<file path="src/design/modinv_pkg.sv">
// Shared widths, element types and FSM encodings, imported by every design file of the matrix inverter
package modinv_pkg;

  ////////////////////
  // Widths
  ////////////////////

  // Element and modulus width
  localparam int ELEM_W = 16;
  // Word address into the element memory
  localparam int ADDR_W = 6;
  // Matrix dimension or loop index
  localparam int DIM_W = 4;
  // Row stride, address = i * MAX_J + j
  localparam int MAX_J = 8;
  localparam int MEM_DEPTH = 1 << ADDR_W;
  // Signed Euclid coefficients, two guard bits over a residue
  localparam int COEF_W = ELEM_W + 2;

  ////////////////////
  // Types
  ////////////////////

  typedef logic [ELEM_W-1:0] elem_t;
  typedef logic [ADDR_W-1:0] addr_t;
  typedef logic [DIM_W-1:0] dim_t;
  // Up to 64 counted elements, so one bit over an address
  typedef logic [ADDR_W:0] cnt_t;
  typedef logic signed [COEF_W-1:0] coef_t;

  // Sequencer walk over the matrix
  typedef enum logic [2:0] {
    IDLE,
    FETCH,
    WAIT_READ,
    INVERT,
    STORE,
    FINISH
  } seq_state_t;

  // Inverse engine
  typedef enum logic [1:0] {
    C_IDLE,
    C_STEP,
    C_DONE
  } core_state_t;

endpackage

</file>
<file path="src/design/elem_memory.sv">
// Single-port matrix element storage, driven by the arbiter with the granted master's access
module elem_memory (
  input  logic              CLK,
  input  logic              we,
  input  modinv_pkg::addr_t addr,
  input  modinv_pkg::elem_t wdata,
  output modinv_pkg::elem_t rdata
);
  import modinv_pkg::*;

  ////////////////////
  // Storage
  ////////////////////

  // One word per matrix position, row stride of MAX_J
  elem_t mem_q [MEM_DEPTH];

  // Contents undefined until the host loads them

  ////////////////////
  // Access
  ////////////////////

  // Write on the granted strobe only
  always_ff @(posedge CLK) begin
    if (we) begin
      mem_q[addr] <= wdata;
    end
  end

  // Read every cycle
  // Word for the address of cycle n appears in cycle n+1
  always_ff @(posedge CLK) begin
    rdata <= mem_q[addr];
  end

  // A write and a read of the same address in one cycle
  // returns the old word, which no master relies on

endmodule

</file>
<file path="config.mk">
export PLATFORM = sky130hd
export DESIGN_NAME = elem_memory
export DESIGN_NICKNAME = d
export VERILOG_FILES = /design/src/design/modinv_pkg.sv /design/src/design/elem_memory.sv
export SDC_FILE = /design/constraint.sdc
export NUM_CORES = 1
export LEC_CHECK = 0
export BUFFER_PORTS_ARGS = -buffer_cell sky130_fd_sc_hd__buf_2
export CAP_MARGIN = 20
export CORE_AREA = 2 2 271 273
export CTS_CLUSTER_SIZE = 25
export DETAILED_ROUTE_END_ITERATION = 10
export DIE_AREA = 0 0 273 275
export GPL_TIMING_DRIVEN = 0
export PLACE_DENSITY = 0.7
export SYNTH_ARGS = -nofsm -noshare
export SYNTH_HDL_FRONTEND = slang
export SYNTH_SLANG_ARGS = --single-unit
</file>
<file path="constraint.sdc">
create_clock -name CLK -period 2.67 [get_ports CLK]
set_input_delay 0 -clock CLK [delete_from_list [all_inputs] [get_ports CLK]]
set_output_delay 0 -clock CLK [all_outputs]
set_load 0.05 [all_outputs]
</file>
==> results_dict.tcl <==
set metrics [dict create \
    yosysMostFrequentCell "edfxtp_1" \
    core_area_um2 72300 \
    worstHoldPathCells 3 \
    syn_inst 2264 \
    synth-async-reset-ratio_pct 0 \
    ir_drop_mv 0.592 \
    crit_fanout 10 \
    core.rowCount 99 \
    max_stage_delay_ps 470 \
    ys_warn_count 0 \
    grt_use_met2_pct 50.9 \
    grtUsageMet1_pct 45.0 \
    totalPowerFinal_mw 34.8 \
    port_buffers 38 \
    synth_edf_count 1024 \
    synth_area_leaders "edfxtp_1, mux2i_1, a22oi_1, a221oi_1, nor2_1" \
    n_antenna_cell 0 \
    fin_setup_tns_ps -12960 \
    grt.total_usage_pct 32.7 \
    finalSetupViolations 218 \
    cpMaxStageDelayCell "nand2_2" \
    pin_count 40 \
    synthFlopType "edfxtp_1" \
    overflow 0 \
    antenna_found_initial 5 \
    synth_top_cell_by_area "edfxtp_1" \
    cp_common_cell "buf_2" \
    crit_type "in -> reg" \
    synth_cell_type_count 55 \
    cts_max_path_buffers 3 \
    avgSynthCellArea_um2 17.4 \
    cp_cell_sequence "buf_2 -> buf_4 -> nor2_2 -> buf_2 -> buf_2 -> buf_2 -> nand2_2 -> nor2_4 -> buf_8" \
    nets 2541 \
    die_x_um 273 \
    dp_hpwl_mm 83.4 \
    period_share_pct 105 \
    worstSetupPathDepth 9 \
    cts_buffers 101 \
    cp.arrival_ps 3170 \
    r2r_cells 5 \
    cp_top_family "buffers and inverters" \
    path_buf_inv 6 \
    syn_area_um2 39500 \
    synth_nets 2288 \
    grt_max_degree 65 \
    grt_pass1_wl_mm 171 \
    routabilityCongestion 0.990 \
    end_kind "flop" \
    grt_pass1_vias 23200 \
    synth.top_cells.by_count "edfxtp_1, a22oi_1, nor2_1" \
    drc 0 \
    cts_num_sinks 1040 \
    startpoint_type "primary input" \
    p_leak_nw 15.0 \
    fmaxAchievable_mhz 356 \
    worst_hold_slack_ps 108 \
    tightest_slew_ps 1120 \
    insertion_delay_ps 680 \
    yosysTopAreaCellShare_pct 77.9 \
    vias 24400 \
    drt-initial-drc-count 4361 \
    drive_above_1_share_pct 18.6 \
    final_max_slew_viol_count 0 \
    place_area_um2 42100 \
    postLayoutCellArea_um2 46400 \
    min_path_type "in -> reg" \
    clk_pin_slew_ps 70 \
    totalWireLength_mm 123 \
    drt_first_pass_iters 6 \
    wl_per_cell_um 34.5 \
    tritoncts "yes" \
    top_usage_layer "met2" \
    finalClockSkew_ps 21.4 \
    die_y_um 275 \
    violations "negative setup slack" \
    yosysSeqAreaShare_pct 78.7 \
    htree_levels 3 \
    use_met3_pct 6.76 \
    area_delta_synth_final_pct 17.5 \
    rsz0062_at_grt "yes" \
    power_density_nw_per_um2 751 \
    relSlewSlack_pct 25.3 \
    ys_seq_elements 1040 \
    die_area_um2 75100 \
    avgViaCountPerCell 6.86 \
    cts_root_buf "clkbuf_16" \
    crit_required_ps 3030 \
    setup_ws_ps -142 \
    min_period_ps 2810 \
    finalHoldViolCount 0 \
    cap_violations 0 \
    outcome "complete, but fails checks" \
    antenna_left 0 \
    initial_utilization_pct 54.6 \
]
-- flip-flops by register name (all words and copies together) (netlist names) --
register  cells
rdata        16
mem_q      1024
-- path summary, 6_finish.rpt --
check / startpoint / end / slack, ps
max reg2reg: mem_q[4][6] / rdata[6] / 20
min reg2reg: mem_q[17][9] / rdata[9] / 780
min: we / mem_q[62][0] / 110
max: addr[0] / mem_q[40][6] / -140
-- power breakdown --
part / internal [mW] / leakage, nW / switching, mW
clock network: 8.39 / 1.64 / 6.06
logic: 0.592 / 3.99 / 1.67
registers: 18.1 / 9.35 / 0.0381
total: 27.1 / 15.0 / 7.77
-- kinds of logic after synthesis --
| kind of cell | synth area share, % |
|---|---|
| compound gates | 11.5 |
| mux | 4.76 |
| simple gates | 2.93 |
| buf+inv | 2.08 |
| flops | 78.7 |
-- placed cells by master (no fill, tap or decap), types with 17 or more instances in the layout --
cell type,instances
a31oi_1,23
o22a_1,27
nand2_1,36
mux2_2,17
buf_12,28
a21oi_1,74
buf_4,34
nor2_1,94
a211oi_1,20
edfxtp_1,1024
nor2_2,20
nor2_4,46
a22oi_1,196
buf_8,37
clkbuf_16,105
a22o_1,21
a221oi_1,106
buf_2,99
o22ai_1,58
clkbuf_1,79
mux2i_1,154
o21ai_0,29
-- worst min-delay path, stage by stage --
cell	delay [ps]
buf_2	180
nand3_4	310
nor2_4	100
-- metrics by stage --
stage          std cells  setup slack [ps]  util (%)
3_5_place_dp        3330             -1720      58.2
4_1_cts             3547              2.03      63.9
6_report            3557              -142      64.1
3_3_place_gp        3261             -2200      56.5
2_1_floorplan       2264               305         -
5_1_grt             3557              -155      64.1
-- final cells by class --
type                            count  area (um2)
Buffer                            158         806
Multi-Input combinational cell   1060        8100
Tap cell                          959        1200
Sequential cell                  1040       31100
Inverter                            2        7.51
Timing Repair Buffer              154        1870
Clock inverter                     48         524
Clock buffer                      136        2820
Fill cell                        4995       25900
-- metal layers --
metal | vias up | wire [um]
li1 | 9863 | -
met1 | 12300 | 45400
met2 | 1907 | 56000
met3 | 333 | 14600
met4 | 2 | 6840
met5 | - | 13
-- repair_timing --
item	4_1_cts	5_1_grt
buffers inserted	25	2
hold buffers	12	4
endpoints found under the hold margin	304	145
setup endpoints to repair	1024	225
gates resized for setup	63	16
pin swaps	25	1
Power figures use the tool's default switching activity.
