--- config.mk ---
export PLATFORM = sky130hd
export DESIGN_NAME = mem_arbiter_flat
export DESIGN_NICKNAME = d
export VERILOG_FILES = /design/src/design/modinv_pkg.sv /design/src/design/elem_mem_if.sv /design/src/design/mem_arbiter.sv /design/src/flat_wrapper.sv
export SDC_FILE = /design/constraint.sdc
export NUM_CORES = 1
export LEC_CHECK = 0
export ABC_AREA = 1
export BUFFER_PORTS_ARGS = -buffer_cell sky130_fd_sc_hd__buf_2
export CAP_MARGIN = 20
export CORE_ASPECT_RATIO = 1.4
export CORE_UTILIZATION = 27
export CTS_CLUSTER_SIZE = 24
export DETAILED_ROUTE_END_ITERATION = 6
export HOLD_SLACK_MARGIN = 0.15
export PLACE_DENSITY_LB_ADDON = 0.08
export SKIP_CTS_REPAIR_TIMING = 1
export SLEW_MARGIN = 0
export SYNTH_ARGS = -nofsm -noshare
export SYNTH_HDL_FRONTEND = slang
export SYNTH_SLANG_ARGS = --single-unit
--- constraint.sdc ---
create_clock -name CLK -period 1 [get_ports CLK]
set_clock_uncertainty 0.05 [all_clocks]
set_input_delay 0.1 -clock CLK [delete_from_list [all_inputs] [get_ports CLK]]
set_output_delay 0.1 -clock CLK [all_outputs]
set_load 0.05 [all_outputs]
--- src/design/modinv_pkg.sv ---
// Shared widths, element types and FSM encodings, imported by every design file of the matrix inverter
package modinv_pkg;

  ////////////////////
  // Widths
  ////////////////////

  // Element and modulus width
  localparam int ELEM_W = 16;
  // Word address into the element memory
  localparam int ADDR_W = 6;
  // Matrix dimension or loop index
  localparam int DIM_W = 4;
  // Row stride, address = i * MAX_J + j
  localparam int MAX_J = 8;
  localparam int MEM_DEPTH = 1 << ADDR_W;
  // Signed Euclid coefficients, two guard bits over a residue
  localparam int COEF_W = ELEM_W + 2;

  ////////////////////
  // Types
  ////////////////////

  typedef logic [ELEM_W-1:0] elem_t;
  typedef logic [ADDR_W-1:0] addr_t;
  typedef logic [DIM_W-1:0] dim_t;
  // Up to 64 counted elements, so one bit over an address
  typedef logic [ADDR_W:0] cnt_t;
  typedef logic signed [COEF_W-1:0] coef_t;

  // Sequencer walk over the matrix
  typedef enum logic [2:0] {
    IDLE,
    FETCH,
    WAIT_READ,
    INVERT,
    STORE,
    FINISH
  } seq_state_t;

  // Inverse engine
  typedef enum logic [1:0] {
    C_IDLE,
    C_STEP,
    C_DONE
  } core_state_t;

endpackage

--- src/design/elem_mem_if.sv ---
// Request/grant bus of one master toward the element memory arbiter, one instance per master
interface elem_mem_if;
  import modinv_pkg::*;

  // Held by the master until gnt
  logic  req;
  logic  we;
  addr_t addr;
  elem_t wdata;

  // Single-cycle grant, read word follows one cycle later
  logic  gnt;
  elem_t rdata;

  // Requesting side
  modport master (
    output req,
    output we,
    output addr,
    output wdata,
    input  gnt,
    input  rdata
  );

  // Arbiter side
  modport slave (
    input  req,
    input  we,
    input  addr,
    input  wdata,
    output gnt,
    output rdata
  );

endinterface

--- src/design/mem_arbiter.sv ---
// Fixed-priority sharing of the element memory between the host port and the sequencer
module mem_arbiter (
  input  logic              CLK,
  input  logic              RST,
  elem_mem_if.slave         host_bus,
  elem_mem_if.slave         seq_bus,
  output logic              mem_we,
  output modinv_pkg::addr_t mem_addr,
  output modinv_pkg::elem_t mem_wdata,
  input  modinv_pkg::elem_t mem_rdata
);
  import modinv_pkg::*;

  logic host_gnt;
  logic seq_gnt;
  // Owner of the access taken last cycle
  logic host_sel_q;
  logic seq_sel_q;

  ////////////////////
  // Grant logic
  ////////////////////

  // Host always first
  assign host_gnt = host_bus.req;
  // Sequencer only on a free cycle
  assign seq_gnt = seq_bus.req & ~host_bus.req;

  assign host_bus.gnt = host_gnt;
  assign seq_bus.gnt = seq_gnt;

  // Memory side follows the winner
  always_comb begin
    mem_we = 1'b0;
    mem_addr = seq_bus.addr;
    mem_wdata = seq_bus.wdata;
    if (host_gnt) begin
      mem_we = host_bus.we;
      mem_addr = host_bus.addr;
      mem_wdata = host_bus.wdata;
    end else if (seq_gnt) begin
      mem_we = seq_bus.we;
    end
  end

  ////////////////////
  // Read return
  ////////////////////

  // Remember the winner for the one-cycle read latency
  always_ff @(posedge CLK or posedge RST) begin
    if (RST) begin
      host_sel_q <= 1'b0;
      seq_sel_q <= 1'b0;
    end else begin
      host_sel_q <= host_gnt;
      seq_sel_q <= seq_gnt;
    end
  end

  // Read word only toward last cycle's owner
  assign host_bus.rdata = host_sel_q ? mem_rdata : '0;
  assign seq_bus.rdata = seq_sel_q ? mem_rdata : '0;

endmodule

--- src/flat_wrapper.sv ---
// flat-port wrapper written by rule: the top's interface ports become plain ports
module mem_arbiter_flat import modinv_pkg::*;
  (CLK, RST, mem_we, mem_addr, mem_wdata, mem_rdata, host_bus_req, host_bus_we, host_bus_addr, host_bus_wdata, host_bus_gnt, host_bus_rdata, seq_bus_req, seq_bus_we, seq_bus_addr, seq_bus_wdata, seq_bus_gnt, seq_bus_rdata);
  elem_mem_if host_bus_i ();
  elem_mem_if seq_bus_i ();
  input  logic CLK;
  input  logic RST;
  output logic mem_we;
  output modinv_pkg::addr_t mem_addr;
  output modinv_pkg::elem_t mem_wdata;
  input  modinv_pkg::elem_t mem_rdata;
  input wire logic [$bits(host_bus_i.req)-1:0] host_bus_req;
  input wire logic [$bits(host_bus_i.we)-1:0] host_bus_we;
  input wire logic [$bits(host_bus_i.addr)-1:0] host_bus_addr;
  input wire logic [$bits(host_bus_i.wdata)-1:0] host_bus_wdata;
  output wire logic [$bits(host_bus_i.gnt)-1:0] host_bus_gnt;
  output wire logic [$bits(host_bus_i.rdata)-1:0] host_bus_rdata;
  input wire logic [$bits(seq_bus_i.req)-1:0] seq_bus_req;
  input wire logic [$bits(seq_bus_i.we)-1:0] seq_bus_we;
  input wire logic [$bits(seq_bus_i.addr)-1:0] seq_bus_addr;
  input wire logic [$bits(seq_bus_i.wdata)-1:0] seq_bus_wdata;
  output wire logic [$bits(seq_bus_i.gnt)-1:0] seq_bus_gnt;
  output wire logic [$bits(seq_bus_i.rdata)-1:0] seq_bus_rdata;
  assign host_bus_i.req = host_bus_req;
  assign host_bus_i.we = host_bus_we;
  assign host_bus_i.addr = host_bus_addr;
  assign host_bus_i.wdata = host_bus_wdata;
  assign host_bus_gnt = host_bus_i.gnt;
  assign host_bus_rdata = host_bus_i.rdata;
  assign seq_bus_i.req = seq_bus_req;
  assign seq_bus_i.we = seq_bus_we;
  assign seq_bus_i.addr = seq_bus_addr;
  assign seq_bus_i.wdata = seq_bus_wdata;
  assign seq_bus_gnt = seq_bus_i.gnt;
  assign seq_bus_rdata = seq_bus_i.rdata;
  mem_arbiter u_core (.CLK(CLK), .RST(RST), .host_bus(host_bus_i), .seq_bus(seq_bus_i), .mem_we(mem_we), .mem_addr(mem_addr), .mem_wdata(mem_wdata), .mem_rdata(mem_rdata));
endmodule
==> results.ini <==
[synth]
ys_top_cells_by_count=90 x nand2_1, 34 x inv_1, 10 x nand2_2
synth_seq_cells=2
synthFlopType=dfrtp_1
synth_area_leaders=nand2_1 48%, inv_1 18%, nand2_2 8.9%
synth_most_common_cell=nand2_1
synth_cell_types=11
synth_top_area_share_pct=48.3
synth_top_area_cell=nand2_1
synthesis.area_um2=699
syn_inst=149
synth-seq-area-share_pct=7.16
syn_area_per_cell_um2=4.69
async_flop_share_pct=100
synthesis.nets=215
synth_warnings=0
synth_edf_count=0

[die]
dieWidth_um=45.0
core-area_um2=2420
initial_core_util_pct=28.9
num_rows=21
die_height_um=62.2
io_pins=123
die_area_um2=2800

[cells_and_area]
fin_util_pct=67.2
final_nets=340
num_antenna_cells=0
fillers=234
areaGrowthSynthToFinish_pct=132
drive_gt1_share_pct=57.0

[worst_setup_path]
critical_path_class=reg -> out
end_kind=output port
start_kind=flop
arrival_ns=1.06
cp_max_fo=16
required_ns=0.85

[pwr]
max-vdd-ir-drop_mv=0.470
p_leak_nw=1.17
total_power_mw=1.35
powerDensity_nw_per_um2=828

[place]
dp_hpwl_um=1950
gp_routability_congestion=0.804
io_buffers=122
dp_slack_ns=-0.0151

[cts]
cts_tree=yes
clockBufferDepth=2
numCtsBuffers=3
cts.sinks=2
htree_levels=1
cts-root-buf=clkbuf_4
path_clk_slew_ns=0.03

[run_status]
status=complete, but fails checks
violations=negative setup slack

[sta]
setup_viol=32
max-slew-margin-rel_pct=83.2
worst_pin_slew_ns=0.253
final-hold-violation-count=0
fin_crit_sh_pct=121
fin_ws_ns=-0.212
whs_ns=0.202
fmax_mhz=825
slew_viol_final=0
tns_ns=-5.06
rsz0062_at_grt=yes
fin_crit_ns=1.21

[global_route]
gr-usage-all-layers_pct=15.8
grt_max_degree=24
overflow=0
antenna_found_initial=0
grt_pass1_wl_um=3560
grt_pass1_vias=940

[routing]
vias=1224
drtIter0Drc=9
ant_nets=0
totalWireLength_um=2560
drc=0
via_per_inst=4.00
highest_layer=met4
wl_met1_um=862
wl_per_cell_um=8.38
dr_wl_met2_um=1440
firstDrtPassIters=4
wl_met3_um=255

[flow_run]
maxCapViolations=0

[hold_path]
hold_class=in -> reg

## flip-flops by register name, indices dropped and copies added (netlist names)
| name | cells |
|---|---|
| u_core.host_sel_q | 1 |
| u_core.seq_sel_q | 1 |
## worst max-delay path: stages, from the launching register on
cell and delay [ns]:
dfrtp_1 0.38, buf_12 0.16, nand2_2 0.08, clkinvlp_4 0.08, buf_6 0.15
## power breakdown
part / internal, mW / switching (mW) / total (mW)
Combinational: 0.362 / 0.719 / 1.08
Clock: 0.132 / 0.0429 / 0.175
Sequential: 0.0857 / 0.00319 / 0.0889
## layout by cell type (no fill, tap or decap), drive strengths merged
cell and instances:
dlygate4sd3 2, buf 117, dfrtp 2, inv 32, nor2 1, clkbuf 14
nand3 1, clkinvlp 3, nand2 100
## stage by stage
step	instances	instance area (µm²)
floorplan	149	742
global placement	301	1350
detailed placement	301	1350
CTS	304	1370
global route	306	1620
finish	306	1620
## kinds of logic after synthesis
kind of cell	Yosys count	share of synthesized area (%)
and+or+nand+nor	102	58.5
buffers and inverters	45	34.3
DFF	2	7.16
## path summary, 6_finish.rpt
| path | startpoint | to | slack (ns) | cells past startpoint |
|---|---|---|---|---|
| worst max-delay path | u_core.seq_sel_q | seq_bus_rdata[15] | -0.21 | 4 |
| max in group asynchronous | RST | u_core.host_sel_q | 0.57 | 3 |
| min in group asynchronous | RST | u_core.seq_sel_q | 0.22 | 3 |
| worst min-delay path | host_bus_req | u_core.host_sel_q | 0.20 | 2 |
## per-layer routing
metal  global-route usage (%)  up-vias
met4                     4.55        0
met5                        0        -
met3                     3.20        2
met1                     14.5      506
li1                         -      651
met2                     31.7       65
## cell type report
cell class / count / area [µm²] / area share (%)
Tap cell: 34 / 42.5 / 2.62
Sequential cell: 2 / 50.0 / 3.08
Timing Repair Buffer: 130 / 932 / 57.4
Clock buffer: 3 / 22.5 / 1.39
Inverter: 35 / 150 / 9.24
Multi-Input combinational cell: 102 / 427 / 26.3
(Power assumes the default switching activity.)
