## config.mk

```make
export PLATFORM = sky130hd
export DESIGN_NAME = host_word_port_flat
export DESIGN_NICKNAME = d
export VERILOG_FILES = /design/src/design/modinv_pkg.sv /design/src/design/elem_mem_if.sv /design/src/design/host_word_port.sv /design/src/flat_wrapper.sv
export SDC_FILE = /design/constraint.sdc
export NUM_CORES = 1
export LEC_CHECK = 0
export BUFFER_PORTS_ARGS = -buffer_cell sky130_fd_sc_hd__buf_2
export CORE_MARGIN = 4
export CORE_UTILIZATION = 45
export DETAILED_ROUTE_END_ITERATION = 7
export PLACE_DENSITY = 0.83
export SETUP_SLACK_MARGIN = 0.2
export SKIP_LAST_GASP = 1
export SLEW_MARGIN = 20
export SYNTH_ARGS = -nofsm -noshare
export SYNTH_HDL_FRONTEND = slang
export SYNTH_SLANG_ARGS = --single-unit
export TNS_END_PERCENT = 20
```

## constraint.sdc

```tcl
create_clock -name CLK -period 4.1 [get_ports CLK]
set_input_delay 0.205 -clock CLK [delete_from_list [all_inputs] [get_ports CLK]]
set_output_delay 0.205 -clock CLK [all_outputs]
set_load 0.01 [all_outputs]
```

## src/design/modinv_pkg.sv

```systemverilog
// Shared widths, element types and FSM encodings, imported by every design file of the matrix inverter
package modinv_pkg;

  ////////////////////
  // Widths
  ////////////////////

  // Element and modulus width
  localparam int ELEM_W = 16;
  // Word address into the element memory
  localparam int ADDR_W = 6;
  // Matrix dimension or loop index
  localparam int DIM_W = 4;
  // Row stride, address = i * MAX_J + j
  localparam int MAX_J = 8;
  localparam int MEM_DEPTH = 1 << ADDR_W;
  // Signed Euclid coefficients, two guard bits over a residue
  localparam int COEF_W = ELEM_W + 2;

  ////////////////////
  // Types
  ////////////////////

  typedef logic [ELEM_W-1:0] elem_t;
  typedef logic [ADDR_W-1:0] addr_t;
  typedef logic [DIM_W-1:0] dim_t;
  // Up to 64 counted elements, so one bit over an address
  typedef logic [ADDR_W:0] cnt_t;
  typedef logic signed [COEF_W-1:0] coef_t;

  // Sequencer walk over the matrix
  typedef enum logic [2:0] {
    IDLE,
    FETCH,
    WAIT_READ,
    INVERT,
    STORE,
    FINISH
  } seq_state_t;

  // Inverse engine
  typedef enum logic [1:0] {
    C_IDLE,
    C_STEP,
    C_DONE
  } core_state_t;

endpackage

```

## src/design/elem_mem_if.sv

```systemverilog
// Request/grant bus of one master toward the element memory arbiter, one instance per master
interface elem_mem_if;
  import modinv_pkg::*;

  // Held by the master until gnt
  logic  req;
  logic  we;
  addr_t addr;
  elem_t wdata;

  // Single-cycle grant, read word follows one cycle later
  logic  gnt;
  elem_t rdata;

  // Requesting side
  modport master (
    output req,
    output we,
    output addr,
    output wdata,
    input  gnt,
    input  rdata
  );

  // Arbiter side
  modport slave (
    input  req,
    input  we,
    input  addr,
    input  wdata,
    output gnt,
    output rdata
  );

endinterface

```

## src/design/host_word_port.sv

```systemverilog
// Host single-word access, one pending read or write at a time, ended by host_ack
module host_word_port (
  input  logic              CLK,
  input  logic              RST,
  input  logic              host_rd,
  input  logic              host_wr,
  input  modinv_pkg::addr_t host_addr,
  input  modinv_pkg::elem_t host_wdata,
  output logic              host_ack,
  output modinv_pkg::elem_t host_rdata,
  elem_mem_if.master        bus
);
  import modinv_pkg::*;

  // Pending request
  logic  pend_q;
  logic  we_q;
  addr_t addr_q;
  elem_t wdata_q;
  // Last read word, kept after the ack
  elem_t rdata_q;
  logic  rd_phase;

  always_ff @(posedge CLK or posedge RST) begin
    if (RST) begin
      pend_q <= 1'b0;
      we_q <= 1'b0;
      host_ack <= 1'b0;
    end else begin
      // Ack one cycle after the grant, read word valid then too
      host_ack <= bus.gnt;
      if (bus.gnt) begin
        pend_q <= 1'b0;
      end else if (!pend_q && (host_rd || host_wr)) begin
        pend_q <= 1'b1;
        // Write wins if both strobes arrive together
        we_q <= host_wr;
      end
    end
  end

  // Payload only, no reset
  always_ff @(posedge CLK) begin
    if (!pend_q && (host_rd || host_wr)) begin
      addr_q <= host_addr;
      wdata_q <= host_wdata;
    end
    if (rd_phase) begin
      rdata_q <= bus.rdata;
    end
  end

  assign rd_phase = host_ack && !we_q;
  // Word from the memory in the ack cycle, held copy afterwards
  assign host_rdata = rd_phase ? bus.rdata : rdata_q;

  assign bus.req = pend_q;
  assign bus.we = we_q;
  assign bus.addr = addr_q;
  assign bus.wdata = wdata_q;

endmodule

```

## src/flat_wrapper.sv

```systemverilog
// flat-port wrapper written by rule: the top's interface ports become plain ports
module host_word_port_flat import modinv_pkg::*;
  (CLK, RST, host_rd, host_wr, host_addr, host_wdata, host_ack, host_rdata, bus_req, bus_we, bus_addr, bus_wdata, bus_gnt, bus_rdata);
  elem_mem_if bus_i ();
  input  logic CLK;
  input  logic RST;
  input  logic host_rd;
  input  logic host_wr;
  input  modinv_pkg::addr_t host_addr;
  input  modinv_pkg::elem_t host_wdata;
  output logic host_ack;
  output modinv_pkg::elem_t host_rdata;
  output wire logic [$bits(bus_i.req)-1:0] bus_req;
  output wire logic [$bits(bus_i.we)-1:0] bus_we;
  output wire logic [$bits(bus_i.addr)-1:0] bus_addr;
  output wire logic [$bits(bus_i.wdata)-1:0] bus_wdata;
  input wire logic [$bits(bus_i.gnt)-1:0] bus_gnt;
  input wire logic [$bits(bus_i.rdata)-1:0] bus_rdata;
  assign bus_req = bus_i.req;
  assign bus_we = bus_i.we;
  assign bus_addr = bus_i.addr;
  assign bus_wdata = bus_i.wdata;
  assign bus_i.gnt = bus_gnt;
  assign bus_i.rdata = bus_rdata;
  host_word_port u_core (.CLK(CLK), .RST(RST), .host_rd(host_rd), .host_wr(host_wr), .host_addr(host_addr), .host_wdata(host_wdata), .host_ack(host_ack), .host_rdata(host_rdata), .bus(bus_i));
endmodule
```

==> impl_metrics.json <==
{
  "finalPower_mw": 0.983,
  "finalInstanceArea_sq_um": 1930,
  "maxCapViolCount": 0,
  "port_buffers": 83,
  "synth_warnings": 0,
  "std_cell_rows": 19,
  "synth_top_family_by_area": "multiplexers",
  "synth-simple-area-share_pct": 3.13,
  "drc": 0,
  "worst_slew_pin_slew_ns": 0.988,
  "rsz0062_at_grt": "no",
  "grt_usage_pct": 14.1,
  "grt_pass1_wl_um": 4100,
  "avgSynthCellArea_sq_um": 20.0,
  "grt_pass1_vias": 859,
  "critical_path.startpoint_type": "register",
  "p_int_mw": 0.751,
  "pre_cts_slack_ns": 2.49,
  "grt_antenna_before_repair": 0,
  "grt_max_degree": 23,
  "layout_commonest_cell": "buf_2",
  "hold_path.class": "primary input to register",
  "drv_slew": 0,
  "clockRootBuffer": "clkbuf_4",
  "synth_mux_area_share_pct": 16.0,
  "cp_max_fo": 16,
  "relSlewSlack_pct": 34.0,
  "areaGrowthSynthToFinish_pct": 42.2,
  "postSynthCellCount": 68,
  "swShare_pct": 23.6,
  "cts_tree": "done",
  "drtAntennaViolNets": 0,
  "vias_per_cell": 4.55,
  "routedWlPerCell_um": 14.0,
  "ctsHtreeMaxLevel": 2,
  "synth_top_area_cell": "edfxtp_1",
  "gp_congestion": 0.725,
  "setup_viol": 0,
  "max_freq_mhz": 574,
  "placed_cells": 180,
  "nets": 205,
  "pwr-share-comb_pct": 20.5,
  "hold_violations": 0,
  "ios": 84,
  "critical_path.cell_chain": "nand2b_4, mux2_2, buf_2",
  "outcome": "completed",
  "syn_area_sq_um": 1360,
  "synth_seq_area_share_pct": 77.6,
  "drtIter0Drc": 16,
  "cts.sinks": 41,
  "numCtsBuffers": 5,
  "die_y_um": 63.0,
  "fin_util_pct": 68.4,
  "post-dp-hpwl_um": 2080,
  "die_w_um": 63.0,
  "synthTopCellsByArea": "edfxtp_1, dfxtp_1, mux2_4, dfrtp_1, mux2_2",
  "fill_cells": 209,
  "synth_cell_types": 13,
  "whs_ns": 0.0338,
  "skew_ns": 0.00233,
  "worstSkewPairLatency_ns": 0.34,
  "dpl-instance-area_sq_um": 1790,
  "start_util_pct": 48.1,
  "crit_required_ns": 3.89,
  "max-vdd-ir-drop_v": 0.000323,
  "synth_top_area_share_pct": 48.6,
  "synth_seq_cells": 41,
  "clkTransAtPathRegs_ns": 0.11,
  "clock_path_buffers": 2,
  "cts_resized": 0,
  "syn_nets": 111,
  "drive_gt1_share_pct": 67.5,
  "finalCritPeriodShare_pct": 42.5,
  "p_leak_nw": 0.923,
  "n_antenna_cell": 0,
  "powerDensity_nw_per_um2": 508,
  "synth_fa_ha_area_share_pct": 0,
  "worstSetupEndpointType": "primary output",
  "critPathArrivalTime_ns": 1.54,
  "synth_xor_xnor_area_share_pct": 0,
  "seqPwrFrac_pct": 52.1,
  "dieArea_sq_um": 3970,
  "worst_slack_ns": 2.36,
  "dr.pass1.iters": 4,
  "max_stage_delay_ns": 0.38,
  "layout.cells.non_filler": 194,
  "routed_wl_um": 2720,
  "switchingPower_mw": 0.232,
  "fp.coreArea_sq_um": 2830,
  "period_minus_slack_ns": 1.74,
  "critical_path.slowest_cell": "dfrtp_1",
  "pwr-share-clk_pct": 27.4,
  "synth_compound_area_share_pct": 0.644,
  "grt.overflow.total": 0,
  "worst-setup-path-type": "register to primary output",
  "fin_tns_setup_ns": 0,
  "vias": 883,
  "final_cell_mix": "buf_2, edfxtp_1, dfxtp_1"
}
## worst max-delay path: cells and delay by family (launching register included)
family / cells / cell delay [ns]
flip-flops: 1 / 0.38
multiplexers: 1 / 0.38
AND/OR/NAND/NOR: 1 / 0.30
buffers and inverters: 1 / 0.14
## timing repair
item / in CTS / in global routing
endpoints found under the hold margin: 4 / 4
buffers inserted: 0 / 0
hold buffers: 2 / 4
## synth_stat cells
library cell	n
nand2b_4	1
buf_6	1
buf_12	1
dfrtp_1	3
nor3_1	1
mux2_2	6
nor2_1	4
edfxtp_1	22
inv_1	1
mux2_4	10
or3b_2	1
a22o_1	1
dfxtp_1	16
## final timing paths
path | end | from | slack (ns) | depth (start not counted)
worst min register to register | u_core.rdata_q[5]$_DFF_P_ | u_core.rdata_q[5]$_DFF_P_ | 0.48 | 1
worst min-delay path | u_core.bus.wdata[2]$_DFFE_PP_ | host_wdata[2] | 0.03 | 1
max in group asynchronous | u_core.bus.we$_DFFE_PP0P_ | RST | 3.72 | 3
min in group asynchronous | u_core.host_ack$_DFF_PP0_ | RST | 0.26 | 3
worst max-delay path | host_rdata[1] | u_core.bus.we$_DFFE_PP0P_ | 2.36 | 3
worst max register to register | u_core.bus.addr[1]$_DFFE_PP_ | u_core.bus.req$_DFFE_PP0P_ | 2.51 | 1
## area by class of cell
type,instances,area [sq um],share of cell area [%]
Clock buffer,6,51.3,2.65
Clock inverter,2,37.5,1.94
Inverter,1,3.75,0.194
Multi-Input combinational cell,24,272,14.0
Sequential cell,41,1060,54.6
Tap cell,31,38.8,2.01
Timing Repair Buffer,89,475,24.6
## registers in the layout, summed over array words and instances, names as in the netlist
signal            cells
u_core.bus.addr       6
u_core.bus.req        1
u_core.bus.wdata     16
u_core.bus.we         1
u_core.host_ack       1
u_core.rdata_q       16
## layer usage
metal / vias to the layer above / track usage, % / wire length [um]
li1: 432 / - / -
met1: 395 / 13.6 / 942
met2: 51 / 24.6 / 1410
met3: 5 / 7.19 / 312
met4: 0 / 6.61 / 55
met5: - / 0 / 0
## power groups by stage
stage / Combinational, mW / Clock (mW) / Sequential [mW]
final: 0.201 / 0.269 / 0.512
after global routing: 0.219 / 0.296 / 0.519
after CTS: 0.202 / 0.279 / 0.514
after detailed placement: 0.199 / 0 / 0.523
after global placement: 0.194 / 0 / 0.519
after floorplan: 0.113 / 0 / 0.527
## logic make-up after synthesis
logic type	after synthesis
buffers and inverters	3
AND/OR/NAND/NOR	7
AO/OA/AOI/OAI	1
multiplexers	16
flip-flops	41
Power figures use the tool's default switching activity.
